**src/cache_pkg.sv**
```systemverilog
/* shared sizes and address field widths of the split L1 cache subsystem,
   the AXI response code and the bus arbiter state type. */

package cache_pkg;

  // processor ports and caches. port 0 fetches instructions and port 1 serves data.
  localparam int NUM_PORTS = 2;
  localparam int PORT_W    = $clog2(NUM_PORTS); // width of a port number.

  localparam int ADDR_W = 32;
  localparam int DATA_W = 32;
  localparam int STRB_W = DATA_W / 8; // one strobe bit per byte lane.

  // cache geometry.
  localparam int LINE_WORDS = 4;  // 32-bit words per line.
  localparam int NUM_LINES  = 16; // lines per cache.

  // address split from the top: tag, index, word offset and the ignored byte bits.
  localparam int BYTE_OFF_W = 2;
  localparam int OFFSET_W   = $clog2(LINE_WORDS);
  localparam int INDEX_W    = $clog2(NUM_LINES);
  localparam int TAG_W      = ADDR_W - INDEX_W - OFFSET_W - BYTE_OFF_W;

  // AXI response codes are two bits wide and only OKAY counts as success.
  localparam int                RESP_W    = 2;
  localparam logic [RESP_W-1:0] RESP_OKAY = 2'b00;

  // the arbiter runs one AXI4-Lite transaction at a time through these states.
  typedef enum logic [2:0] {
    ARB_IDLE,  // waiting for a cache request.
    ARB_RADDR, // read address offered on AR.
    ARB_RDATA, // waiting for the R beat.
    ARB_WADDR, // address and data offered on AW and W together.
    ARB_WRESP  // waiting for the B response.
  } arb_state_t;

endpackage

```
**src/mem_req_if.sv**
```systemverilog
/* request channel between one L1 cache and the bus arbiter,
   with a cache modport and an arbiter modport. */

`timescale 1ns/10ps

interface mem_req_if
  import cache_pkg::*;
(
  input logic CLK
);

  logic              req;     // a request is pending and held until done.
  logic              we;      // the pending request is a write.
  logic [ADDR_W-1:0] addr;    // word aligned address.
  logic [DATA_W-1:0] wdata;   // write data.
  logic              flushed; // the cache is idle with no valid lines.

  logic [DATA_W-1:0] rdata;   // returned word, valid with done.
  logic              done;    // one cycle pulse that ends the request.
  logic              error;   // the bus answered with an error response.

  // the cache owns the request fields.
  modport cache (
    input  CLK,
    output req, we, addr, wdata, flushed,
    input  rdata, done, error
  );

  // the arbiter answers them.
  modport arbiter (
    input  CLK,
    input  req, we, addr, wdata, flushed,
    output rdata, done, error
  );

endinterface

```
**src/l1_cache.sv**
```systemverilog
/* one direct-mapped write-through L1 cache with critical word first refill,
   no-allocate writes and a fence driven flush of all valid bits. */

`timescale 1ns/10ps

module l1_cache
  import cache_pkg::*;
(
  input  logic              CLK,
  input  logic              rst_n,
  input  logic              ren,
  input  logic              wen,
  input  logic [ADDR_W-1:0] addr,
  input  logic [DATA_W-1:0] wdata,
  output logic [DATA_W-1:0] rdata,
  output logic              busy,
  output logic              error,
  input  logic              fence,
  mem_req_if.cache          mem
);

  typedef enum logic [2:0] {
    ST_IDLE,   // waiting for a command or a fence.
    ST_LOOKUP, // tag compare on the registered address.
    ST_REFILL, // fetching the line one word at a time.
    ST_WTHRU,  // write going out to memory.
    ST_FLUSH,  // all lines invalid, held while fence stays high.
    ST_DONE    // result presented to the processor port.
  } cache_state_t;

  cache_state_t state;

  // storage arrays. only the valid bits are cleared on reset.
  logic [TAG_W-1:0]     tag_mem  [NUM_LINES];
  logic [DATA_W-1:0]    data_mem [NUM_LINES][LINE_WORDS];
  logic [NUM_LINES-1:0] valid;

  logic [ADDR_W-1:0]   addr_q;   // address of the command being served.
  logic [DATA_W-1:0]   wdata_q;  // write data of that command.
  logic                we_q;     // the command is a write.
  logic [DATA_W-1:0]   rdata_q;  // word returned to the processor.
  logic                err_q;    // the bus reported an error for this command.
  logic [OFFSET_W-1:0] fill_cnt; // words of the refill already received.

  logic [OFFSET_W-1:0] off_q;
  logic [INDEX_W-1:0]  idx_q;
  logic [TAG_W-1:0]    tag_q;
  logic [OFFSET_W-1:0] fill_off;
  logic [OFFSET_W-1:0] bus_off;
  logic                hit;

  assign off_q = addr_q[BYTE_OFF_W +: OFFSET_W];
  assign idx_q = addr_q[BYTE_OFF_W + OFFSET_W +: INDEX_W];
  assign tag_q = addr_q[ADDR_W-1 -: TAG_W];

  // the refill starts at the requested word and wraps around the line.
  assign fill_off = off_q + fill_cnt; // the two bit sum wraps by itself.
  assign hit      = valid[idx_q] && (tag_mem[idx_q] == tag_q);

  // memory side. the fields only change on done, so they stay steady while req is up.
  assign bus_off     = (state == ST_REFILL) ? fill_off : off_q;
  assign mem.req     = (state == ST_REFILL) || (state == ST_WTHRU);
  assign mem.we      = (state == ST_WTHRU);
  assign mem.addr    = {tag_q, idx_q, bus_off, {BYTE_OFF_W{1'b0}}};
  assign mem.wdata   = wdata_q;
  assign mem.flushed = (state == ST_FLUSH); // every valid bit was cleared on entry.

  // processor side. busy drops for the single cycle in which the result is shown.
  assign busy  = (ren || wen) && (state != ST_DONE);
  assign error = (state == ST_DONE) && err_q;
  assign rdata = rdata_q;

  // controller and valid bits.
  always_ff @(posedge CLK or negedge rst_n) begin
    if (!rst_n) begin
      state    <= ST_IDLE;
      valid    <= '0;
      we_q     <= 1'b0;
      err_q    <= 1'b0;
      fill_cnt <= '0;
    end else begin
      case (state)
        ST_IDLE: begin
          if (fence) begin // the fence wins over a new command.
            valid <= '0;
            state <= ST_FLUSH;
          end else if (ren || wen) begin
            we_q  <= wen;
            err_q <= 1'b0;
            state <= ST_LOOKUP;
          end
        end
        ST_LOOKUP: begin
          if (we_q) begin
            state <= ST_WTHRU; // every write goes through, hit or miss.
          end else if (hit) begin
            state <= ST_DONE;
          end else begin
            valid[idx_q] <= 1'b0; // the old line is lost as soon as words overwrite it.
            fill_cnt     <= '0;
            state        <= ST_REFILL;
          end
        end
        ST_REFILL: begin
          if (mem.done) begin
            if (mem.error) begin
              err_q <= 1'b1; // the line stays invalid.
              state <= ST_DONE;
            end else if (fill_cnt == OFFSET_W'(LINE_WORDS - 1)) begin
              valid[idx_q] <= 1'b1; // all words arrived cleanly.
              state        <= ST_DONE;
            end else begin
              fill_cnt <= fill_cnt + 1'b1;
            end
          end
        end
        ST_WTHRU: begin
          if (mem.done) begin
            err_q <= mem.error;
            state <= ST_DONE;
          end
        end
        ST_FLUSH: if (!fence) state <= ST_IDLE;
        ST_DONE:  state <= ST_IDLE; // the processor takes the result in this cycle.
        default:  state <= ST_IDLE;
      endcase
    end
  end

  // datapath: registered command, tag and data arrays, returned word.
  always_ff @(posedge CLK) begin
    if ((state == ST_IDLE) && !fence && (ren || wen)) begin
      addr_q  <= addr;
      wdata_q <= wdata;
    end
    if (state == ST_LOOKUP) begin
      if (hit && !we_q) rdata_q <= data_mem[idx_q][off_q];
      if (hit && we_q) data_mem[idx_q][off_q] <= wdata_q; // keep the cached copy current.
      if (!hit && !we_q) tag_mem[idx_q] <= tag_q; // guarded by the cleared valid bit.
    end
    if ((state == ST_REFILL) && mem.done && !mem.error) begin
      data_mem[idx_q][fill_off] <= mem.rdata;
      if (fill_off == off_q) rdata_q <= mem.rdata; // the critical word.
    end
  end

endmodule

```
**src/bus_arbiter.sv**
```systemverilog
/* round-robin arbiter over the cache request channels with an AXI4-Lite master
   that runs one transaction at a time, plus the fence completion logic. */

`timescale 1ns/10ps

module bus_arbiter
  import cache_pkg::*;
(
  input  logic              CLK,
  input  logic              rst_n,
  mem_req_if.arbiter        cache [NUM_PORTS],
  input  logic              fence,
  output logic              fence_done,
  output logic [ADDR_W-1:0] awaddr,
  output logic              awvalid,
  input  logic              awready,
  output logic [DATA_W-1:0] wdata,
  output logic [STRB_W-1:0] wstrb,
  output logic              wvalid,
  input  logic              wready,
  input  logic [RESP_W-1:0] bresp,
  input  logic              bvalid,
  output logic              bready,
  output logic [ADDR_W-1:0] araddr,
  output logic              arvalid,
  input  logic              arready,
  input  logic [DATA_W-1:0] rdata,
  input  logic [RESP_W-1:0] rresp,
  input  logic              rvalid,
  output logic              rready
);

  arb_state_t state;

  logic [PORT_W-1:0]    rr_ptr;     // port that has priority at the next grant.
  logic [PORT_W-1:0]    grant;      // port served by the current transaction.
  logic [PORT_W-1:0]    pick;
  logic                 pick_valid;
  logic [NUM_PORTS-1:0] req_v;
  logic [NUM_PORTS-1:0] we_v;
  logic [NUM_PORTS-1:0] flushed_v;
  logic [ADDR_W-1:0]    addr_v  [NUM_PORTS];
  logic [DATA_W-1:0]    wdata_v [NUM_PORTS];
  logic [ADDR_W-1:0]    addr_q;
  logic [DATA_W-1:0]    wdata_q;
  logic                 aw_ok;      // AW already accepted in this write.
  logic                 w_ok;       // W already accepted in this write.
  logic                 xfer_done;
  logic                 xfer_err;
  logic                 flushed_q;

  // gather the channels into vectors and route the answer to the granted port.
  for (genvar p = 0; p < NUM_PORTS; p++) begin : g_port
    assign req_v[p]     = cache[p].req;
    assign we_v[p]      = cache[p].we;
    assign flushed_v[p] = cache[p].flushed;
    assign addr_v[p]    = cache[p].addr;
    assign wdata_v[p]   = cache[p].wdata;

    assign cache[p].rdata = rdata;
    assign cache[p].done  = xfer_done && (grant == PORT_W'(p));
    assign cache[p].error = xfer_err && (grant == PORT_W'(p));
  end

  // first pending port counting up from the round-robin pointer.
  always_comb begin
    pick       = rr_ptr;
    pick_valid = 1'b0;
    for (int k = NUM_PORTS - 1; k >= 0; k--) begin // the smallest distance is written last.
      if (req_v[(int'(rr_ptr) + k) % NUM_PORTS]) begin
        pick       = PORT_W'((int'(rr_ptr) + k) % NUM_PORTS);
        pick_valid = 1'b1;
      end
    end
  end

  // the response beat completes the cache request in the same cycle.
  assign xfer_done = ((state == ARB_RDATA) && rvalid) || ((state == ARB_WRESP) && bvalid);
  assign xfer_err  = (state == ARB_RDATA) ? (rresp != RESP_OKAY) : (bresp != RESP_OKAY);

  always_ff @(posedge CLK or negedge rst_n) begin
    if (!rst_n) begin
      state  <= ARB_IDLE;
      rr_ptr <= '0; // port 0 goes first after reset.
      grant  <= '0;
      aw_ok  <= 1'b0;
      w_ok   <= 1'b0;
    end else begin
      case (state)
        ARB_IDLE: begin
          if (pick_valid) begin
            grant  <= pick;
            rr_ptr <= PORT_W'((int'(pick) + 1) % NUM_PORTS);
            aw_ok  <= 1'b0;
            w_ok   <= 1'b0;
            state  <= we_v[pick] ? ARB_WADDR : ARB_RADDR;
          end
        end
        ARB_RADDR: if (arready) state <= ARB_RDATA;
        ARB_RDATA: if (rvalid) state <= ARB_IDLE;
        ARB_WADDR: begin
          aw_ok <= aw_ok || awready; // the two channels may be accepted apart.
          w_ok  <= w_ok || wready;
          if ((aw_ok || awready) && (w_ok || wready)) state <= ARB_WRESP;
        end
        ARB_WRESP: if (bvalid) state <= ARB_IDLE;
        default:   state <= ARB_IDLE;
      endcase
    end
  end

  // address and data of the granted request, captured at the grant.
  always_ff @(posedge CLK) begin
    if ((state == ARB_IDLE) && pick_valid) begin
      addr_q  <= addr_v[pick];
      wdata_q <= wdata_v[pick];
    end
  end

  assign araddr  = addr_q;
  assign arvalid = (state == ARB_RADDR);
  assign rready  = (state == ARB_RDATA);
  assign awaddr  = addr_q;
  assign awvalid = (state == ARB_WADDR) && !aw_ok;
  assign wdata   = wdata_q;
  assign wstrb   = '1; // stores always write the full word.
  assign wvalid  = (state == ARB_WADDR) && !w_ok;
  assign bready  = (state == ARB_WRESP);

  // fence completes one cycle after every cache reports flushed.
  always_ff @(posedge CLK or negedge rst_n) begin
    if (!rst_n) flushed_q <= 1'b0;
    else        flushed_q <= fence && (&flushed_v);
  end

  assign fence_done = fence && flushed_q; // drops with fence.

endmodule

```
**src/split_cache_top.sv**
```systemverilog
/* top level of the split L1 subsystem: two caches in a generate loop,
   the bus arbiter and plain processor, fence and AXI4-Lite ports. */

`timescale 1ns/10ps

module split_cache_top
  import cache_pkg::*;
(
  input  logic              CLK,
  input  logic              rst_n,
  // port 0 serves instruction fetch.
  input  logic              ren_0,
  input  logic              wen_0,
  input  logic [ADDR_W-1:0] addr_0,
  input  logic [DATA_W-1:0] wdata_0,
  output logic [DATA_W-1:0] rdata_0,
  output logic              busy_0,
  output logic              error_0,
  // port 1 serves data.
  input  logic              ren_1,
  input  logic              wen_1,
  input  logic [ADDR_W-1:0] addr_1,
  input  logic [DATA_W-1:0] wdata_1,
  output logic [DATA_W-1:0] rdata_1,
  output logic              busy_1,
  output logic              error_1,
  input  logic              fence,
  output logic              fence_done,
  // AXI4-Lite master towards memory.
  output logic [ADDR_W-1:0] awaddr,
  output logic              awvalid,
  input  logic              awready,
  output logic [DATA_W-1:0] wdata,
  output logic [STRB_W-1:0] wstrb,
  output logic              wvalid,
  input  logic              wready,
  input  logic [RESP_W-1:0] bresp,
  input  logic              bvalid,
  output logic              bready,
  output logic [ADDR_W-1:0] araddr,
  output logic              arvalid,
  input  logic              arready,
  input  logic [DATA_W-1:0] rdata,
  input  logic [RESP_W-1:0] rresp,
  input  logic              rvalid,
  output logic              rready
);

  // per-port wiring so the caches can sit in one loop.
  logic [NUM_PORTS-1:0] ren_v;
  logic [NUM_PORTS-1:0] wen_v;
  logic [NUM_PORTS-1:0] busy_v;
  logic [NUM_PORTS-1:0] error_v;
  logic [ADDR_W-1:0]    addr_v  [NUM_PORTS];
  logic [DATA_W-1:0]    wdata_v [NUM_PORTS];
  logic [DATA_W-1:0]    rdata_v [NUM_PORTS];

  assign ren_v      = {ren_1, ren_0};
  assign wen_v      = {wen_1, wen_0};
  assign addr_v[0]  = addr_0;
  assign addr_v[1]  = addr_1;
  assign wdata_v[0] = wdata_0;
  assign wdata_v[1] = wdata_1;
  assign rdata_0    = rdata_v[0];
  assign rdata_1    = rdata_v[1];
  assign busy_0     = busy_v[0];
  assign busy_1     = busy_v[1];
  assign error_0    = error_v[0];
  assign error_1    = error_v[1];

  mem_req_if cache_bus [NUM_PORTS] (.CLK(CLK)); // one request channel per cache.

  for (genvar g = 0; g < NUM_PORTS; g++) begin : g_cache
    l1_cache l1_cache_inst (
      .CLK   (CLK),
      .rst_n (rst_n),
      .ren   (ren_v[g]),
      .wen   (wen_v[g]),
      .addr  (addr_v[g]),
      .wdata (wdata_v[g]),
      .rdata (rdata_v[g]),
      .busy  (busy_v[g]),
      .error (error_v[g]),
      .fence (fence),
      .mem   (cache_bus[g])
    );
  end

  bus_arbiter bus_arbiter_inst (
    .CLK        (CLK),
    .rst_n      (rst_n),
    .cache      (cache_bus),
    .fence      (fence),
    .fence_done (fence_done),
    .awaddr     (awaddr),
    .awvalid    (awvalid),
    .awready    (awready),
    .wdata      (wdata),
    .wstrb      (wstrb),
    .wvalid     (wvalid),
    .wready     (wready),
    .bresp      (bresp),
    .bvalid     (bvalid),
    .bready     (bready),
    .araddr     (araddr),
    .arvalid    (arvalid),
    .arready    (arready),
    .rdata      (rdata),
    .rresp      (rresp),
    .rvalid     (rvalid),
    .rready     (rready)
  );

endmodule

```
**config.mk**
```make
export PLATFORM = sky130hd
export DESIGN_NAME = split_cache_top
export DESIGN_NICKNAME = d
export VERILOG_FILES = /design/src/cache_pkg.sv /design/src/mem_req_if.sv /design/src/l1_cache.sv /design/src/bus_arbiter.sv /design/src/split_cache_top.sv
export SDC_FILE = /design/constraint.sdc
export NUM_CORES = 2
export LEC_CHECK = 0
export BUFFER_PORTS_ARGS = -buffer_cell sky130_fd_sc_hd__buf_2
export CAP_MARGIN = 40
export CORE_MARGIN = 2
export CORE_UTILIZATION = 53
export DETAILED_ROUTE_END_ITERATION = 10
export PLACE_DENSITY = 0.72
export SLEW_MARGIN = 20
export SYNTH_ARGS = -nofsm -noshare
export SYNTH_HDL_FRONTEND = slang
export SYNTH_MEMORY_MAX_BITS = 65536
export SYNTH_SLANG_ARGS = --single-unit
```
**constraint.sdc**
```tcl
create_clock -name CLK -period 6.35 [get_ports CLK]
set_clock_uncertainty 0.05 [all_clocks]
set_input_delay 0.9525 -clock CLK [delete_from_list [all_inputs] [get_ports CLK]]
set_output_delay 0.9525 -clock CLK [all_outputs]
set_load 0.005 [all_outputs]
```
==> metrics.yaml <==
cp_max_fo: 43
netlist_top_cells_area: "edfxtp_1, mux4_2, mux2_2, mux2i_1, dfxtp_1"
final_max_slew_viol_count: 0
arrival_ns: 6.22
slew_headroom_pct: 27.4
min-delay-start: "wdata_1[23]"
cts.sinks: 5176
cts_setup_buffers: 0
holdPathEnd: "g_cache[1].l1_cache_inst.mem.wdata[23]"
first_pass_iters: 6
die_h_um: 622
fin_setup_tns_ns: 0
routed_wl_um: 574000
syn-cell-area_um2: 202000
setup_ws_ns: 0.755
ys_async_sr_fraction_pct: 1.04
met2_usage_pct: 45.5
start_util_pct: 53.3
setup.worst_path.end_class: "register"
finalHoldViolations: 0
hold_class: "input port to register"
synth-edff-count: 5050
synthCells: 8792
clock_path_buffers: 4
use_met1_pct: 38.3
antenna_found_initial: 98
synth_cell_type_count: 82
yosysSeqAreaShare_pct: 76.4
cp_data_required_time_ns: 6.98
drive_above_1_share_pct: 35.1
cpPeakStageDelay_ns: 0.76
io_pins: 350
synth_top_area_share_pct: 75.0
dp_slack_ns: 0.838
rr_endpoint: "g_cache[1].l1_cache_inst.data_mem[10][16]"
track_usage_pct: 29.5
synth-seq-cells: 5176
critical-path-top-delay-family: "compound AO/OA/AOI/OAI gates"
cts_buffers: 518
rows: 226
finalSetupViolations: 0
drc: 0
grt_pass1_vias: 101000
synth_top_area_cell: "edfxtp_1"
cts_root_buf: "clkbuf_16"
worst-setup-path-type: "register to register"
critPathLaunchType: "register"
routed_via_density: 6.79
worst_skew_pair.late_latency_ns: 1.10
layout.nets: 9785
grt_overflow: 0
via_count: 103000
port_buffers: 337
power_w: 0.0895
syn_avg_cell_area_um2: 23.0
r2r_cells: 13
met3_usage_pct: 8.05
synth_flop_cell: "edfxtp_1"
critPathBufInv: 4
worstHoldPathCells: 1
place_hpwl_um: 333000
whs_ns: 0.0398
cts_tree: "built"
r2r_slack_ns: 0.76
fmax_mhz: 179
ys_warn_count: 0
drt_iter0_markers: 16200
worstPathCellList: "buf_4 > mux4_2 > a32o_1 > a41o_1 > a2111oi_2 > o2111ai_1 > or4_2 > nor3_4 > buf_12 > a31oi_4 > buf_4 > nor2_4 > buf_12"
gr-max-usage-layer: "met2"
grt_max_degree: 159
p_leak_nw: 73.4
wl_per_cell_um: 37.9
yosys-top-cells-count: "edfxtp_1, mux4_2, mux2_2"
slowest_stage: "dfxtp_4"
die_area_um2: 386000
vdd_drop_max_mv: 0.295
path_clk_slew_ns: 0.07
period_share_pct: 88.1
powerDensity_nw_per_um2: 384
status: "complete, no violations"
antenna_left: 0
area_growth_pct: 15.2
worst-slew-pin-transition_ns: 1.09
fin_crit_ns: 5.59
grt_pass1_wl_um: 790000
core_um2: 379000
gp_congestion: 0.883
synthMostInstantiatedCell: "edfxtp_1"
die_w_um: 622
fin_util_pct: 61.4
cts_htree_levels: 6
rsz0062_at_grt: "false"
max-cap-violations: 0
## how the worst max path moves through the flow
stage / cells after the start / to / slack (ns) / startpoint
after floorplan: 13 / g_cache[0].l1_cache_inst.tag_mem[12][0] / 0.96 / register
after global placement: 12 / g_cache[1].l1_cache_inst.data_mem[15][87] / 0.91 / register
after detailed placement: 14 / g_cache[1].l1_cache_inst.tag_mem[11][22] / 0.84 / register
after CTS: 14 / g_cache[1].l1_cache_inst.tag_mem[11][7] / 0.81 / register
after global routing: 15 / g_cache[1].l1_cache_inst.tag_mem[11][7] / 0.53 / register
final: 13 / g_cache[1].l1_cache_inst.data_mem[10][16] / 0.76 / register
## report_power, final
part / internal [W] / switching (W) / total (W)
Sequential: 0.0393 / 0.000954 / 0.0403
Combinational: 0.00806 / 0.0110 / 0.0190
Clock: 0.0172 / 0.0129 / 0.0302
Total: 0.0646 / 0.0248 / 0.0895
## routing by layer
metal | share of wire, % | vias to the layer above
met1 | 33 | 54300
li1 | - | 39300
met4 | 5.7 | 32
met2 | 48 | 7790
met5 | 0.037 | -
met3 | 13 | 1355
## per-stage QoR
step / cells / cell area (µm²)
floorplan: 8798 / 202000
global placement: 13900 / 213000
detailed placement: 14000 / 215000
CTS: 15000 / 232000
global route: 15000 / 233000
finish: 15100 / 233000
## sequential cells by signal, summed over array words and instances, names as in the netlist, 3 cells and up, named ones only
register	cells
g_cache.l1_cache_inst.state	6
bus_arbiter_inst.state	3
bus_arbiter_inst.wdata	32
g_cache.l1_cache_inst.rdata	64
g_cache.l1_cache_inst.data_mem	4096
g_cache.l1_cache_inst.addr_q	60
bus_arbiter_inst.araddr	30
g_cache.l1_cache_inst.tag_mem	768
g_cache.l1_cache_inst.mem.wdata	64
g_cache.l1_cache_inst.fill_cnt	4
g_cache.l1_cache_inst.valid	32
## layout make-up
type                       instances  area (µm²)
clock buffer                     654       13900
sequential                      5176      154000
inverter                          27         119
multi-input combinational       3044       46600
fill                           24600      146000
antenna                          119         298
clock inverter                   264        2670
timing repair buffer             838        8490
tap                             5016        6280
## cells in the final DEF (no fill, tap or decap), types with 14 or more instances in the layout
cell type,count
edfxtp_1,5050
mux4_2,1509
clkbuf_16,533
mux2_2,336
buf_2,336
buf_4,192
mux2i_1,150
buf_12,148
nor2_4,147
nor2_1,135
diode_2,119
clkbuf_1,111
nand2_1,102
clkinv_1,100
dlygate4sd3_1,94
a21oi_1,77
clkinv_2,70
nand3_1,65
dfxtp_1,64
a31oi_1,59
dfrtp_1,54
bufinv_16,41
o21ai_0,39
buf_16,36
o41ai_1,34
xnor2_1,31
buf_8,29
nor2b_1,26
inv_1,23
xor2_1,22
a22oi_1,22
nor3_1,19
o22ai_1,18
a21o_1,17
nor4_2,16
inv_6,14
## cell families after synthesis
| family | count (synthesis) | share of synthesized area, % |
|---|---|---|
| adders and majority gates | 4 | 0.0248 |
| muxes | 1995 | 19.4 |
| and+or+nand+nor | 632 | 1.48 |
| DFF | 5176 | 76.4 |
| AOI/OAI and AO/OA | 352 | 1.21 |
| xor gates and xnor gates | 53 | 0.230 |
| other | 2 | 0.00372 |
| buffers and inverters | 578 | 1.23 |
## worst reg2reg max path, cell delays in order, from the launching register on
cell and delay (ns):
dfxtp_4 0.76, buf_4 0.37, mux4_2 0.35, a32o_1 0.26, a41o_1 0.23, a2111oi_2 0.44, o2111ai_1 0.17, or4_2 0.69
nor3_4 0.47, buf_12 0.33, a31oi_4 0.31, buf_4 0.30, nor2_4 0.17, buf_12 0.28
## what timing repair did
action                     4_1_cts  5_1_grt
gates resized for setup          0        0
hold endpoints to repair       111        0
setup endpoints to repair        0        0
hold buffers                    94        0
(Power assumes the default switching activity.)
